**src/hw/iobus_config.svh**
```systemverilog
`ifndef IOBUS_CONFIG_SVH
`define IOBUS_CONFIG_SVH

// top bit of the command byte
`define IOBUS_MSG_REQ	1'b1
`define IOBUS_MSG_RESP	1'b0

// request codes
`define IOBUS_CMD_PA	4'b0000
`define IOBUS_CMD_CL	4'b0001
`define IOBUS_CMD_W	4'b0010
`define IOBUS_CMD_R	4'b0011
`define IOBUS_CMD_IN	4'b0110

// response codes, share values with the requests
`define IOBUS_CMD_EN	4'b0001
`define IOBUS_CMD_OK	4'b0010
`define IOBUS_CMD_PE	4'b0011

// requests to this half of the address space never leave the bus
`define IOBUS_LOCAL_ADDR_BIT	15

`endif

```
**src/hw/iobus_pkg.sv**
```systemverilog
`include "iobus_config.svh"

package iobus_pkg;

	typedef struct packed {
		logic [7:0] cmd;	// type bit, code, 3'b000
		logic [7:0] a1;	// 2'b00, qb, pn, nb
		logic [15:0] a2;	// address
		logic [15:0] a3;	// data
	} msg_t;

	typedef struct packed {
		logic rs;
		logic rf;
		logic rok;
		logic rpe;
		logic rqb;
		logic rpn;
		logic [3:0] rnb;
		logic [15:0] rad;
		logic [15:0] rdt;
	} bus_in_t;

	typedef struct packed {
		logic dpa;
		logic dw;
		logic dr;
		logic din;
		logic dok;
		logic den;
		logic dpe;
		logic dpn;
		logic [3:0] dnb;
		logic [15:0] dad;
		logic [15:0] ddt;
	} bus_out_t;

	typedef struct packed {
		logic req;
		logic valid;
		logic pa;
		logic w;
		logic r;
		logic in;
		logic ok;
		logic en;
		logic pe;
		logic cl;
	} cmd_flags_t;

	// argument bytes that follow a command byte
	function automatic logic [2:0] msg_arg_len(input logic [7:0] cmd);
		logic [3:0] code;
		code = cmd[6:3];
		if (cmd[7] == `IOBUS_MSG_REQ) begin
			case (code)
				`IOBUS_CMD_PA: return 3'd1;
				`IOBUS_CMD_W: return 3'd5;
				`IOBUS_CMD_R, `IOBUS_CMD_IN: return 3'd3;
				default: return 3'd0;
			endcase
		end
		if (code == `IOBUS_CMD_OK)
			return 3'd2;
		return 3'd0;
	endfunction

	// first argument slot on the wire, OK skips a1 and a2
	function automatic logic [2:0] msg_arg_first(input logic [7:0] cmd);
		if (cmd[7] == `IOBUS_MSG_RESP && cmd[6:3] == `IOBUS_CMD_OK)
			return 3'd3;
		return 3'd0;
	endfunction

endpackage

```
**src/hw/cmd_codec.sv**
```systemverilog
`include "iobus_config.svh"

module cmd_codec (
	input iobus_pkg::bus_in_t bus_in,
	input logic [7:0] rx_cmd,
	output logic [7:0] local_cmd,
	output iobus_pkg::cmd_flags_t rx_flags
);

	logic rx_req;
	logic [3:0] rx_code;
	logic fmt_ok;

	// outgoing command from local bus activity
	always_comb begin
		if (bus_in.rs)
			local_cmd = {`IOBUS_MSG_REQ, `IOBUS_CMD_W, 3'b000};	// store
		else if (bus_in.rf)
			local_cmd = {`IOBUS_MSG_REQ, `IOBUS_CMD_R, 3'b000};	// fetch
		else if (bus_in.rok)
			local_cmd = {`IOBUS_MSG_RESP, `IOBUS_CMD_OK, 3'b000};
		else if (bus_in.rpe)
			local_cmd = {`IOBUS_MSG_RESP, `IOBUS_CMD_PE, 3'b000};
		else
			local_cmd = 8'd0;
	end

	assign rx_req = rx_cmd[7];
	assign rx_code = rx_cmd[6:3];
	assign fmt_ok = (rx_cmd[2:0] == 3'b000);	// low bits must be clear

	// received command decode
	always_comb begin
		rx_flags = '0;
		rx_flags.req = rx_req;
		if (rx_req == `IOBUS_MSG_REQ) begin
			rx_flags.pa = (rx_code == `IOBUS_CMD_PA);
			rx_flags.cl = (rx_code == `IOBUS_CMD_CL);
			rx_flags.w = (rx_code == `IOBUS_CMD_W);
			rx_flags.r = (rx_code == `IOBUS_CMD_R);
			rx_flags.in = (rx_code == `IOBUS_CMD_IN);
		end else begin
			rx_flags.en = (rx_code == `IOBUS_CMD_EN);
			rx_flags.ok = (rx_code == `IOBUS_CMD_OK);
			rx_flags.pe = (rx_code == `IOBUS_CMD_PE);
		end
		rx_flags.valid = fmt_ok & (rx_flags.pa | rx_flags.cl | rx_flags.w | rx_flags.r
			| rx_flags.in | rx_flags.en | rx_flags.ok | rx_flags.pe);
	end

endmodule

```
**src/hw/msg_rx.sv**
```systemverilog
module msg_rx (
	input logic clk_sys,
	input logic cl_reset,
	input logic [7:0] rx_byte,
	input logic rx_strobe,
	input logic rx_clear,
	output iobus_pkg::msg_t rx_msg,
	output logic rx_done,
	output logic rx_busy
);
	import iobus_pkg::*;

	logic held;	// complete message waiting for rx_clear
	logic accept;
	logic [2:0] first_len;
	logic [2:0] left;	// argument bytes still expected
	logic [2:0] slot;	// next argument slot
	logic [7:0] cmd_q;
	logic [7:0] a1_q;
	logic [15:0] a2_q;
	logic [15:0] a3_q;

	// a clear in the same cycle frees the receiver for this byte
	assign accept = rx_strobe & (~held | rx_clear);
	assign first_len = msg_arg_len(rx_byte);
	assign rx_msg = {cmd_q, a1_q, a2_q, a3_q};

	always_ff @(posedge clk_sys or posedge cl_reset) begin
		if (cl_reset) begin
			held <= 1'b0;
			rx_busy <= 1'b0;
			rx_done <= 1'b0;
			left <= 3'd0;
			slot <= 3'd0;
			cmd_q <= 8'd0;
		end else begin
			rx_done <= 1'b0;
			if (rx_clear)
				held <= 1'b0;
			if (accept) begin
				if (!rx_busy) begin
					cmd_q <= rx_byte;	// command byte
					left <= first_len;
					slot <= msg_arg_first(rx_byte);
					if (first_len == 3'd0) begin
						held <= 1'b1;
						rx_done <= 1'b1;
					end else begin
						rx_busy <= 1'b1;
					end
				end else begin
					left <= left - 3'd1;
					slot <= slot + 3'd1;
					if (left == 3'd1) begin	// last argument
						rx_busy <= 1'b0;
						held <= 1'b1;
						rx_done <= 1'b1;
					end
				end
			end
		end
	end

	// argument bytes land in wire order
	always_ff @(posedge clk_sys) begin
		if (accept) begin
			if (!rx_busy) begin
				a1_q <= 8'd0;
				a2_q <= 16'd0;
				a3_q <= 16'd0;
			end else begin
				case (slot)
					3'd0: a1_q <= rx_byte;
					3'd1: a2_q[15:8] <= rx_byte;
					3'd2: a2_q[7:0] <= rx_byte;
					3'd3: a3_q[15:8] <= rx_byte;
					default: a3_q[7:0] <= rx_byte;
				endcase
			end
		end
	end

endmodule

```
**src/hw/msg_tx.sv**
```systemverilog
module msg_tx (
	input logic clk_sys,
	input logic cl_reset,
	input iobus_pkg::msg_t tx_msg,
	input logic tx_send,
	input logic link_busy,
	output logic [7:0] tx_byte,
	output logic tx_strobe,
	output logic tx_busy
);
	import iobus_pkg::*;

	msg_t msg_q;	// message being sent
	logic on_cmd;	// command byte not yet out
	logic [2:0] left;	// argument bytes still to send
	logic [2:0] slot;

	assign tx_strobe = tx_busy & ~link_busy;

	always_comb begin
		if (on_cmd) begin
			tx_byte = msg_q.cmd;
		end else begin
			case (slot)
				3'd0: tx_byte = msg_q.a1;
				3'd1: tx_byte = msg_q.a2[15:8];
				3'd2: tx_byte = msg_q.a2[7:0];
				3'd3: tx_byte = msg_q.a3[15:8];
				default: tx_byte = msg_q.a3[7:0];
			endcase
		end
	end

	always_ff @(posedge clk_sys) begin
		if (tx_send)
			msg_q <= tx_msg;
	end

	always_ff @(posedge clk_sys or posedge cl_reset) begin
		if (cl_reset) begin
			tx_busy <= 1'b0;
			on_cmd <= 1'b0;
			left <= 3'd0;
			slot <= 3'd0;
		end else if (tx_send) begin
			tx_busy <= 1'b1;
			on_cmd <= 1'b1;
			left <= msg_arg_len(tx_msg.cmd);
			slot <= msg_arg_first(tx_msg.cmd);
		end else if (tx_strobe) begin
			if (on_cmd) begin
				on_cmd <= 1'b0;
				if (left == 3'd0)
					tx_busy <= 1'b0;	// no arguments
			end else begin
				left <= left - 3'd1;
				slot <= slot + 3'd1;
				if (left == 3'd1)
					tx_busy <= 1'b0;
			end
		end
	end

endmodule

```
**src/hw/iobus_ctrl.sv**
```systemverilog
`include "iobus_config.svh"

module iobus_ctrl (
	input logic clk_sys,
	input logic cl_reset,
	input iobus_pkg::bus_in_t bus_in,
	input logic rcl,
	input logic zw,
	input logic [7:0] local_cmd,
	input iobus_pkg::msg_t rx_msg,
	input iobus_pkg::cmd_flags_t rx_flags,
	input logic rx_done,
	input logic rx_busy,
	input logic tx_busy,
	output logic rx_clear,
	output iobus_pkg::msg_t tx_msg,
	output logic tx_send,
	output logic zg,
	output iobus_pkg::bus_out_t bus_out
);
	import iobus_pkg::*;

	typedef enum logic [2:0] {
		st_idle,
		st_lreq,	// local request sent, waiting for host reply
		st_hresp,	// host reply on the bus
		st_hreq,	// host request, waiting for grant
		st_lresp,	// bus driven, waiting for local reply
		st_engaged,
		st_clear,
		st_wait	// waiting for the transmitter
	} state_t;

	state_t state;
	logic d_ena;	// drive held message onto the bus
	logic rcl_hold;
	logic rx_pend;
	logic rx_ready;
	logic l_req;
	logic l_resp;
	logic h_req;
	logic h_pa;
	logic h_resp;
	logic send_clear;
	logic send_lreq;
	logic send_lresp;
	msg_t local_msg;
	msg_t clear_msg;

	assign l_req = (bus_in.rs | bus_in.rf) & ~bus_in.rad[`IOBUS_LOCAL_ADDR_BIT];
	assign l_resp = bus_in.rok | bus_in.rpe;

	// message complete and not yet released
	assign rx_ready = (rx_done | (rx_pend & ~rx_clear)) & ~rx_busy;
	assign h_req = rx_ready & rx_flags.valid & (rx_flags.w | rx_flags.r | rx_flags.in);
	assign h_pa = rx_ready & rx_flags.valid & rx_flags.pa;
	assign h_resp = rx_ready & rx_flags.valid & ~rx_flags.req;

	assign send_clear = (state == st_idle) & rcl_hold;
	assign send_lreq = (state == st_idle) & ~rcl_hold & l_req;
	assign send_lresp = (state == st_lresp) & l_resp;

	assign local_msg = {local_cmd, 2'b00, bus_in.rqb, bus_in.rpn, bus_in.rnb, bus_in.rad,
		bus_in.rdt};
	assign clear_msg = {`IOBUS_MSG_REQ, `IOBUS_CMD_CL, 3'b000, 40'd0};

	always_ff @(posedge clk_sys or posedge cl_reset) begin
		if (cl_reset)
			rx_pend <= 1'b0;
		else if (rx_done)
			rx_pend <= 1'b1;
		else if (rx_clear)
			rx_pend <= 1'b0;
	end

	always_ff @(posedge clk_sys) begin
		if (send_clear)
			tx_msg <= clear_msg;
		else if (send_lreq | send_lresp)
			tx_msg <= local_msg;	// request or reply, same fields
	end

	always_ff @(posedge clk_sys or posedge cl_reset) begin
		if (cl_reset) begin
			state <= st_idle;
			d_ena <= 1'b0;
			zg <= 1'b0;
			tx_send <= 1'b0;
			rx_clear <= 1'b0;
			rcl_hold <= 1'b0;
		end else begin
			tx_send <= 1'b0;
			rx_clear <= 1'b0;
			if (rcl)
				rcl_hold <= 1'b1;
			case (state)
				st_idle: begin
					if (send_clear | send_lreq) begin
						tx_send <= 1'b1;
						state <= send_clear ? st_clear : st_lreq;
					end else if (h_pa) begin
						d_ena <= 1'b1;	// interrupt only, no reply
						state <= st_wait;
					end else if (h_req) begin
						zg <= 1'b1;
						state <= st_hreq;
					end else if (rx_ready) begin
						rx_clear <= 1'b1;	// stray message
					end
				end
				st_lreq: begin
					if (h_resp) begin
						d_ena <= 1'b1;
						state <= st_hresp;
					end else if (h_req & ~zw) begin
						state <= st_engaged;
					end else if (rx_ready & ~h_req) begin
						rx_clear <= 1'b1;
					end
				end
				st_hresp: begin
					if (!l_req) begin
						d_ena <= 1'b0;
						rx_clear <= 1'b1;
						state <= st_idle;
					end
				end
				st_hreq: begin
					if (zw) begin
						d_ena <= 1'b1;
						state <= st_lresp;
					end
				end
				st_lresp: begin
					if (send_lresp) begin
						tx_send <= 1'b1;
						d_ena <= 1'b0;
						state <= st_wait;
					end
				end
				st_engaged: begin
					if (!l_req) begin	// serve the host request now
						zg <= 1'b1;
						state <= st_hreq;
					end
				end
				st_clear: begin
					if (!rcl && !tx_busy && !tx_send) begin
						rcl_hold <= 1'b0;
						state <= st_idle;
					end
				end
				st_wait: begin
					d_ena <= 1'b0;
					if (!tx_busy && !tx_send) begin
						zg <= 1'b0;
						rx_clear <= 1'b1;
						state <= st_idle;
					end
				end
				default: state <= st_idle;
			endcase
		end
	end

	// bus drivers
	always_comb begin
		bus_out.dpa = d_ena & rx_flags.pa;
		bus_out.dw = d_ena & rx_flags.w;
		bus_out.dr = d_ena & rx_flags.r;
		bus_out.din = d_ena & rx_flags.in;
		bus_out.dok = d_ena & rx_flags.ok;
		bus_out.den = (d_ena & rx_flags.en) | (state == st_engaged);
		bus_out.dpe = d_ena & rx_flags.pe;
		bus_out.dpn = d_ena & rx_msg.a1[4];
		bus_out.dnb = d_ena ? rx_msg.a1[3:0] : 4'd0;
		bus_out.dad = d_ena ? rx_msg.a2 : 16'd0;
		bus_out.ddt = d_ena ? rx_msg.a3 : 16'd0;
	end

endmodule

```
**src/hw/iobus.sv**
```systemverilog
module iobus (
	input logic clk_sys,
	input logic cl_reset,
	input logic [7:0] rx_byte,
	input logic rx_strobe,
	output logic [7:0] tx_byte,
	output logic tx_strobe,
	input logic link_busy,
	input iobus_pkg::bus_in_t bus_in,
	output iobus_pkg::bus_out_t bus_out,
	input logic rcl,
	input logic zw,
	output logic zg
);
	import iobus_pkg::*;

	msg_t rx_msg;
	msg_t tx_msg;
	cmd_flags_t rx_flags;
	logic [7:0] local_cmd;
	logic rx_done;
	logic rx_busy;
	logic rx_clear;
	logic tx_send;
	logic tx_busy;

	cmd_codec u_codec (
		.bus_in(bus_in),
		.rx_cmd(rx_msg.cmd),
		.local_cmd(local_cmd),
		.rx_flags(rx_flags)
	);

	msg_rx u_rx (
		.clk_sys(clk_sys),
		.cl_reset(cl_reset),
		.rx_byte(rx_byte),
		.rx_strobe(rx_strobe),
		.rx_clear(rx_clear),
		.rx_msg(rx_msg),
		.rx_done(rx_done),
		.rx_busy(rx_busy)
	);

	msg_tx u_tx (
		.clk_sys(clk_sys),
		.cl_reset(cl_reset),
		.tx_msg(tx_msg),
		.tx_send(tx_send),
		.link_busy(link_busy),
		.tx_byte(tx_byte),
		.tx_strobe(tx_strobe),
		.tx_busy(tx_busy)
	);

	iobus_ctrl u_ctrl (
		.clk_sys(clk_sys),
		.cl_reset(cl_reset),
		.bus_in(bus_in),
		.rcl(rcl),
		.zw(zw),
		.local_cmd(local_cmd),
		.rx_msg(rx_msg),
		.rx_flags(rx_flags),
		.rx_done(rx_done),
		.rx_busy(rx_busy),
		.tx_busy(tx_busy),
		.rx_clear(rx_clear),
		.tx_msg(tx_msg),
		.tx_send(tx_send),
		.zg(zg),
		.bus_out(bus_out)
	);

endmodule

```
**config.mk**
```make
export PLATFORM = sky130hd
export DESIGN_NAME = iobus
export DESIGN_NICKNAME = d
export VERILOG_FILES = /design/src/hw/iobus_pkg.sv /design/src/hw/cmd_codec.sv /design/src/hw/msg_rx.sv /design/src/hw/msg_tx.sv /design/src/hw/iobus_ctrl.sv /design/src/hw/iobus.sv
export VERILOG_INCLUDE_DIRS = /design/src /design/src/hw
export SDC_FILE = /design/constraint.sdc
export NUM_CORES = 1
export LEC_CHECK = 0
export BUFFER_PORTS_ARGS = -buffer_cell sky130_fd_sc_hd__buf_2
export CELL_PAD_IN_SITES_DETAIL_PLACEMENT = 2
export CELL_PAD_IN_SITES_GLOBAL_PLACEMENT = 2
export CORE_MARGIN = 2
export CORE_UTILIZATION = 32
export CTS_CLUSTER_DIAMETER = 50
export DETAILED_ROUTE_END_ITERATION = 16
export PLACE_DENSITY_LB_ADDON = 0.08
export SLEW_MARGIN = 25
export SYNTH_ARGS = -nofsm -noshare
export SYNTH_HDL_FRONTEND = slang
export SYNTH_SLANG_ARGS = --single-unit
```
**constraint.sdc**
```tcl
create_clock -name clk_sys -period 2.5 [get_ports clk_sys]
set_clock_uncertainty 0.1 [all_clocks]
set_input_delay 0.125 -clock clk_sys [delete_from_list [all_inputs] [get_ports clk_sys]]
set_output_delay 0.125 -clock clk_sys [all_outputs]
set_load 0.01 [all_outputs]
```
==> results of run 1 <==
## stage by stage
| step | hold WS (ps) | instance area, um^2 | power [mW] | worst slack [ps] | utilization (%) |
|---|---|---|---|---|---|
| 2_1_floorplan | 117 | 6490 | 6.91 | 146 | - |
| 3_3_place_gp | 148 | 7460 | 8.38 | 291 | 37.3 |
| 3_5_place_dp | 173 | 7470 | 8.62 | 208 | 37.3 |
| 4_1_cts | 24.4 | 8640 | 11.5 | 8.84 | 43.1 |
| 5_1_grt | 84.7 | 8710 | 12.3 | -52.0 | 43.5 |
| 6_report | 44.2 | 8710 | 11.4 | 54.5 | 43.5 |
## cells in the final DEF, fill, tap and decap left out, types with 7 or more instances in the layout
cell type / netlist / layout
a21oi_1: 62 / 58
a222oi_1: 7 / 7
and2_1: 45 / 45
buf_2: 2 / 109
buf_4: 0 / 22
clkbuf_16: 0 / 18
dfrtp_1: 34 / 33
dfxtp_1: 41 / 41
dlygate4sd3_1: 0 / 51
edfxtp_1: 78 / 78
ha_1: 15 / 11
inv_1: 26 / 24
mux2_2: 11 / 11
nand2_1: 98 / 98
nand2b_1: 11 / 11
nand3_1: 7 / 7
nor2_1: 45 / 43
nor3_1: 11 / 10
o21ai_0: 20 / 18
## cells in the mapped netlist (all sizes together) (2+ instances only)
cell type | n | area share (%)
a211o | 3 | 0.41
a211oi | 5 | 0.77
a21o | 3 | 0.35
a21oi | 62 | 4.8
a221oi | 5 | 0.68
a222oi | 7 | 1.1
a22o | 2 | 0.27
a22oi | 3 | 0.35
and2 | 45 | 4.3
buf | 4 | 0.27
clkbuf | 28 | 1.6
dfrtp | 34 | 13
dfxtp | 41 | 13
edfxtp | 78 | 36
ha | 15 | 2.9
inv | 26 | 1.5
mux2 | 11 | 1.9
mux2i | 3 | 0.46
nand2 | 99 | 5.8
nand2b | 11 | 1.1
nand3 | 7 | 0.54
nand3b | 2 | 0.23
nand4 | 2 | 0.19
nor2 | 45 | 2.6
nor3 | 11 | 0.85
o211ai | 3 | 0.35
o21ai | 21 | 1.6
o22ai | 2 | 0.19
o31ai | 2 | 0.23
or3 | 2 | 0.19
or4 | 2 | 0.29
xnor2 | 3 | 0.41
xor2 | 2 | 0.27
## logic make-up after synthesis
logic type / count (synthesis)
adder cells (fa/ha/maj): 16
multiplexers: 14
XOR/XNOR: 5
AND/OR/NAND/NOR: 231
buffers and inverters: 58
AO/OA/AOI/OAI: 123
flip-flops: 153
## registers in the layout, summed over array words and instances (netlist names), 3 cells and up
name,cells
u_tx.msg_q,41
u_tx.left,3
u_rx.a2_q,16
u_ctrl.state,3
u_rx.cmd_q,8
u_rx.a1_q,5
u_rx.slot,3
u_rx.a3_q,16
u_ctrl.tx_msg,41
u_tx.slot,3
u_rx.left,3
## metal layers
layer | up-vias | GRT usage, %
met5 | - | 0
met4 | 0 | 5.58
met3 | 21 | 3.25
met2 | 90 | 30.7
met1 | 2520 | 24.3
li1 | 2421 | -
## tightest hold or removal path: cells and delay by family
kind,cells,cell delay [ps]
buffers and inverters,1,110
and+or+nand+nor,1,140
AOI/OAI and AO/OA,2,160
## how the worst max path moves through the flow
stage / to / cells after the start
5_1_grt: tx_byte[4] / 7
2_1_floorplan: u_ctrl.state[0] / 6
6_report: tx_byte[7] / 8
3_5_place_dp: u_ctrl.d_ena / 6
4_1_cts: tx_byte[0] / 7
3_3_place_gp: tx_byte[3] / 8
## power by group
part / total (mW) / internal [mW] / switching, mW
clock: 2.60 / 1.47 / 1.13
sequential: 4.53 / 3.87 / 0.657
combinational: 4.27 / 1.78 / 2.49
## cell type report
type                       instances  area (um^2)
clock buffer                      18          450
multi-input combinational        390         2350
fill                            2175        11300
timing repair buffer             187         1300
tap                              270          338
inverter                          26         97.6
sequential                       153         4020
clock inverter                    14          154
## timing repair
action                     4_1_cts  5_1_grt
hold endpoints to repair        65        0
resized for setup               10       10
gates cloned                     0        1
pin swaps                        2        5
buffers inserted                 2        2
setup endpoints to repair        8        9
hold buffers                    51        0
==> impl_metrics.py, run 1 <==
metrics = {
    "final_layout": {
        "nNetsFinal": 846,
        "insertedDiodeCount": 0,
        "syn_to_final_growth_pct": 34.2,
        "stdcell_count": 1058,
        "drive_above_1_share_pct": 25.5,
    },
    "routing": {
        "totalWireLength_um": 19000,
        "drt-met1-wl_um": 8740,
        "top_layer_used": "met4",
        "antenna_left": 0,
        "via_count": 5052,
        "wire_per_inst_um": 18.0,
        "wl_met2_um": 9410,
        "viasPerCell": 4.78,
        "drt-initial-drc-count": 214,
        "dr.pass1.iters": 4,
        "dr_wl_met3_um": 628,
        "drc": 0,
    },
    "worst_setup_path": {
        "path_max_fanout": 8,
        "crit_slowest_cell": "dfrtp_1",
        "slowest_delay_ps": 430,
        "startpoint_type": "flop",
        "r2r_end": "u_ctrl.d_ena",
        "crit_family": "flip-flops",
        "crit_start": "u_tx.slot[1]",
        "crit_path_end_kind": "output pin",
        "reg2regPathDepth": 6,
        "crit_chain": "inv_2, ha_4, or3_1, a21oi_2, buf_6, a211oi_1, a21oi_1, buf_2",
        "crit_required_ps": 2280,
        "reg2reg_from": "u_rx.cmd_q[0]",
        "critPathKind": "reg2out",
        "cp_num_buf_inv": 3,
        "r2r_slack_ps": 190,
        "worstPathArrival_ps": 2220,
    },
    "placed_design": {
        "io_buffers": 109,
        "dp_cells": 970,
        "gp_congestion": 0.845,
        "hpwl_um": 12900,
    },
    "min_path": {
        "holdPathEnd": "u_ctrl.tx_msg[43]",
        "min-delay-start": "bus_in[40]",
        "whs_path_depth": 4,
        "hold_class": "in2reg",
    },
    "job": {
        "drv_cap": 0,
    },
    "timing": {
        "fmax_mhz": 409,
        "maxSlewViolCount": 0,
        "fin_crit_ps": 2450,
        "rsz0062_at_grt": "true",
        "setup_tns_ps": 0,
        "max_slew_margin_pct": 38.4,
        "finalCritPeriodShare_pct": 97.8,
        "finalSetupViolations": 0,
        "hold_viol": 0,
        "worstMarginPinSlew_ps": 921,
    },
    "clocking": {
        "htree_num_levels": 4,
        "cts-buffers-inserted": 17,
        "cts_root_buf": "clkbuf_16",
        "clock_latency_ps": 420,
        "clk_pin_slew_ps": 70,
        "clk_path_buf_depth": 2,
        "cts_tree": "built",
        "clock_sinks": 153,
    },
    "power_and_ir_drop": {
        "leakagePower_nw": 3.58,
        "vdd_drop_max_v": 0.000465,
        "powerDensity_mw_per_mm2": 1310,
    },
    "grt": {
        "grt_pass1_wl_um": 30500,
        "antenna_found_initial": 0,
        "overflow": 0,
        "grt_pass1_vias": 5562,
        "grt_max_degree": 55,
        "grt_use_total_pct": 18.3,
    },
    "synthesis": {
        "synth-simple-area-share_pct": 16.6,
        "synthCells": 600,
        "synth-xor-area-share_pct": 0.675,
        "synth_edf_count": 78,
        "syn_area_per_cell_um2": 10.8,
        "synth_top_family_by_area": "simple AND/OR/NAND/NOR gates",
        "synth-compound-area-share_pct": 12.0,
        "synthMuxAreaShare_pct": 2.37,
        "syn_area_mm2": 0.00649,
        "synthAdderAreaFrac_pct": 3.05,
        "synth_seq_cells": 153,
        "ys_types": 49,
        "ys_seq_area_share_pct": 61.9,
        "async_reset_ff_share_pct": 22.2,
        "ys_warn_count": 0,
        "synth_fp_nets": 671,
        "synth_flop_cell": "edfxtp_1",
    },
    "floorplan": {
        "die-area_mm2": 0.0214,
        "die_h_um": 146,
        "core_mm2": 0.0200,
        "fp-row-count": 52,
        "die_x_um": 146,
        "initial_utilization_pct": 32.4,
        "io-pin-count": 110,
    },
    "status": {
        "outcome": "complete, no violations",
    },
}
(Power assumes the default switching activity.)
==> run 2, diff against run 1 <==
--- a/config.mk
+++ b/config.mk
@@ -10,7 +10,7 @@
 export CELL_PAD_IN_SITES_DETAIL_PLACEMENT = 2
 export CELL_PAD_IN_SITES_GLOBAL_PLACEMENT = 2
 export CORE_MARGIN = 2
-export CORE_UTILIZATION = 32
+export CORE_UTILIZATION = 36
 export CTS_CLUSTER_DIAMETER = 50
 export DETAILED_ROUTE_END_ITERATION = 16
 export PLACE_DENSITY_LB_ADDON = 0.08
==> constraint.sdc (replaced) <==
create_clock -name clk_sys -period 2.31 [get_ports clk_sys]
set_clock_uncertainty 0.1 [all_clocks]
set_input_delay 0.1155 -clock clk_sys [delete_from_list [all_inputs] [get_ports clk_sys]]
set_output_delay 0.1155 -clock clk_sys [all_outputs]
set_load 0.01 [all_outputs]
==> impl_metrics.py, run 2 (synthesis results as in run 1) <==
metrics = {
    "status": {
        "outcome": "complete, but fails checks",
        "violations": "setup timing",
    },
    "power_and_ir_drop": {
        "powerDensity_mw_per_mm2": 1470,
        "vdd_drop_max_v": 0.000582,
        "leakagePower_nw": 3.65,
        "finalPower_mw": 12.9,
    },
    "timing": {
        "finalCritPeriodShare_pct": 113,
        "setup_tns_ps": -1830,
        "finalSetupViolations": 8,
        "fin_crit_ps": 2600,
        "hold_viol": 0,
        "rsz0062_at_grt": "true",
        "fmax_mhz": 384,
        "worstMarginPinSlew_ps": 874,
        "maxSlewViolCount": 0,
        "layout_setup_ws_ps": -291,
        "max_slew_margin_pct": 41.5,
        "holdWs_ps": 113,
    },
    "final_layout": {
        "reg_top3": "u_ctrl.tx_msg x41, u_tx.msg_q x41",
        "final_common_cell": "buf_2",
        "syn_to_final_growth_pct": 35.3,
        "drive_above_1_share_pct": 26.8,
        "fin_util_pct": 49.2,
        "insertedDiodeCount": 0,
        "final_cell_mix": "buf_2, nand2_1, edfxtp_1",
        "nNetsFinal": 856,
    },
    "worst_setup_path": {
        "crit_family": "compound AO/OA/AOI/OAI gates",
        "crit_slowest_cell": "a222oi_1",
        "crit_path_end_kind": "output pin",
        "slowest_delay_ps": 500,
        "worstPathArrival_ps": 2390,
        "path_max_fanout": 6,
        "cp_num_buf_inv": 3,
        "crit_required_ps": 2090,
        "startpoint_type": "flop",
        "crit_chain": "buf_6, ha_4, buf_2, a222oi_1, nor2_1, a221oi_2, nor2_1, buf_2",
        "critPathKind": "reg2out",
    },
    "grt": {
        "grt_use_total_pct": 21.4,
        "grt_pass1_wl_um": 32200,
        "antenna_found_initial": 0,
        "overflow": 0,
        "grt_max_degree": 55,
        "grt_pass1_vias": 5710,
    },
    "clocking": {
        "cts_tree": "built",
        "htree_num_levels": 4,
        "clock_latency_ps": 430,
        "cts-buffers-inserted": 17,
        "clock_sinks": 153,
        "clk_pin_slew_ps": 70,
        "clk_path_buf_depth": 2,
        "cts_root_buf": "clkbuf_16",
    },
    "routing": {
        "wire_per_inst_um": 19.9,
        "viasPerCell": 5.05,
        "via_count": 5186,
        "drt-initial-drc-count": 253,
        "dr.pass1.iters": 6,
        "drc": 0,
        "totalWireLength_um": 20500,
        "antenna_left": 0,
    },
    "floorplan": {
        "die_h_um": 138,
        "die-area_mm2": 0.0191,
        "initial_utilization_pct": 36.4,
        "core_mm2": 0.0178,
        "io-pin-count": 110,
        "fp-row-count": 49,
        "die_x_um": 138,
    },
    "placed_design": {
        "post-place-ws_ps": 10.2,
        "gp_congestion": 0.861,
        "io_buffers": 109,
        "hpwl_um": 12800,
    },
    "job": {
        "drv_cap": 0,
    },
    "min_path": {
        "hold_class": "in2reg",
    },
}
## run 2: area by class of cell
cell class / count / area, um^2
multi-input combinational: 389 / 2350
sequential: 153 / 4020
inverter: 26 / 97.6
tap: 229 / 287
timing repair buffer: 198 / 1380
clock buffer: 19 / 475
fill: 1844 / 9070
clock inverter: 13 / 166
## run 2: metrics by stage
| step | cell area, um^2 | std cells |
|---|---|---|
| floorplan | 6490 | 600 |
| global placement | 7390 | 927 |
| detailed placement | 7390 | 927 |
| CTS | 8640 | 1016 |
| global route | 8770 | 1027 |
| finish | 8770 | 1027 |
## run 2: routing by layer
metal,vias to the layer above,wire length (um),part of all wire [%],GRT usage (%)
met3,14,522,2.5,3.98
li1,2452,-,-,-
met2,93,10600,52,37.3
met4,0,183,0.89,4.35
met5,-,0,0,0
met1,2627,9200,45,28.1
## run 2: worst reg2reg max path, delay by kind of cell (launching register included)
| family | cells | cell delay [ps] |
|---|---|---|
| AO/OA/AOI/OAI | 1 | 320 |
| flip-flops | 1 | 380 |
| multiplexers | 1 | 280 |
| AND/OR/NAND/NOR | 4 | 1090 |
## run 2: timing repair
item / in CTS / in global routing
cloned: 0 / 0
pin swaps: 5 / 14
gates resized for setup: 11 / 18
setup buffers: 4 / 11
setup endpoints to repair: 11 / 50
hold endpoints to repair: 84 / 0
hold buffers: 53 / 0
## run 2: worst paths after layout
kind / to / cells past startpoint / start / slack (ps)
max: tx_byte[5] / 8 / u_tx.slot[0] / -290
min: u_ctrl.tx_msg[43] / 5 / bus_in[39] / 110
max reg2reg: u_ctrl.state[2] / 6 / u_rx.cmd_q[0] / 30
min reg2reg: u_tx.msg_q[24] / 0 / u_ctrl.tx_msg[24] / 330
max in group asynchronous: u_ctrl.state[0] / 4 / cl_reset / 1500
min in group asynchronous: u_ctrl.rcl_hold / 4 / cl_reset / 220
## run 2: report_power, final
group,switching (mW),leakage [nW],total (mW),internal [mW]
combinational,2.85,1.85,4.86,2.01
clock,1.27,0.317,3.04,1.77
sequential,0.765,1.48,4.96,4.19
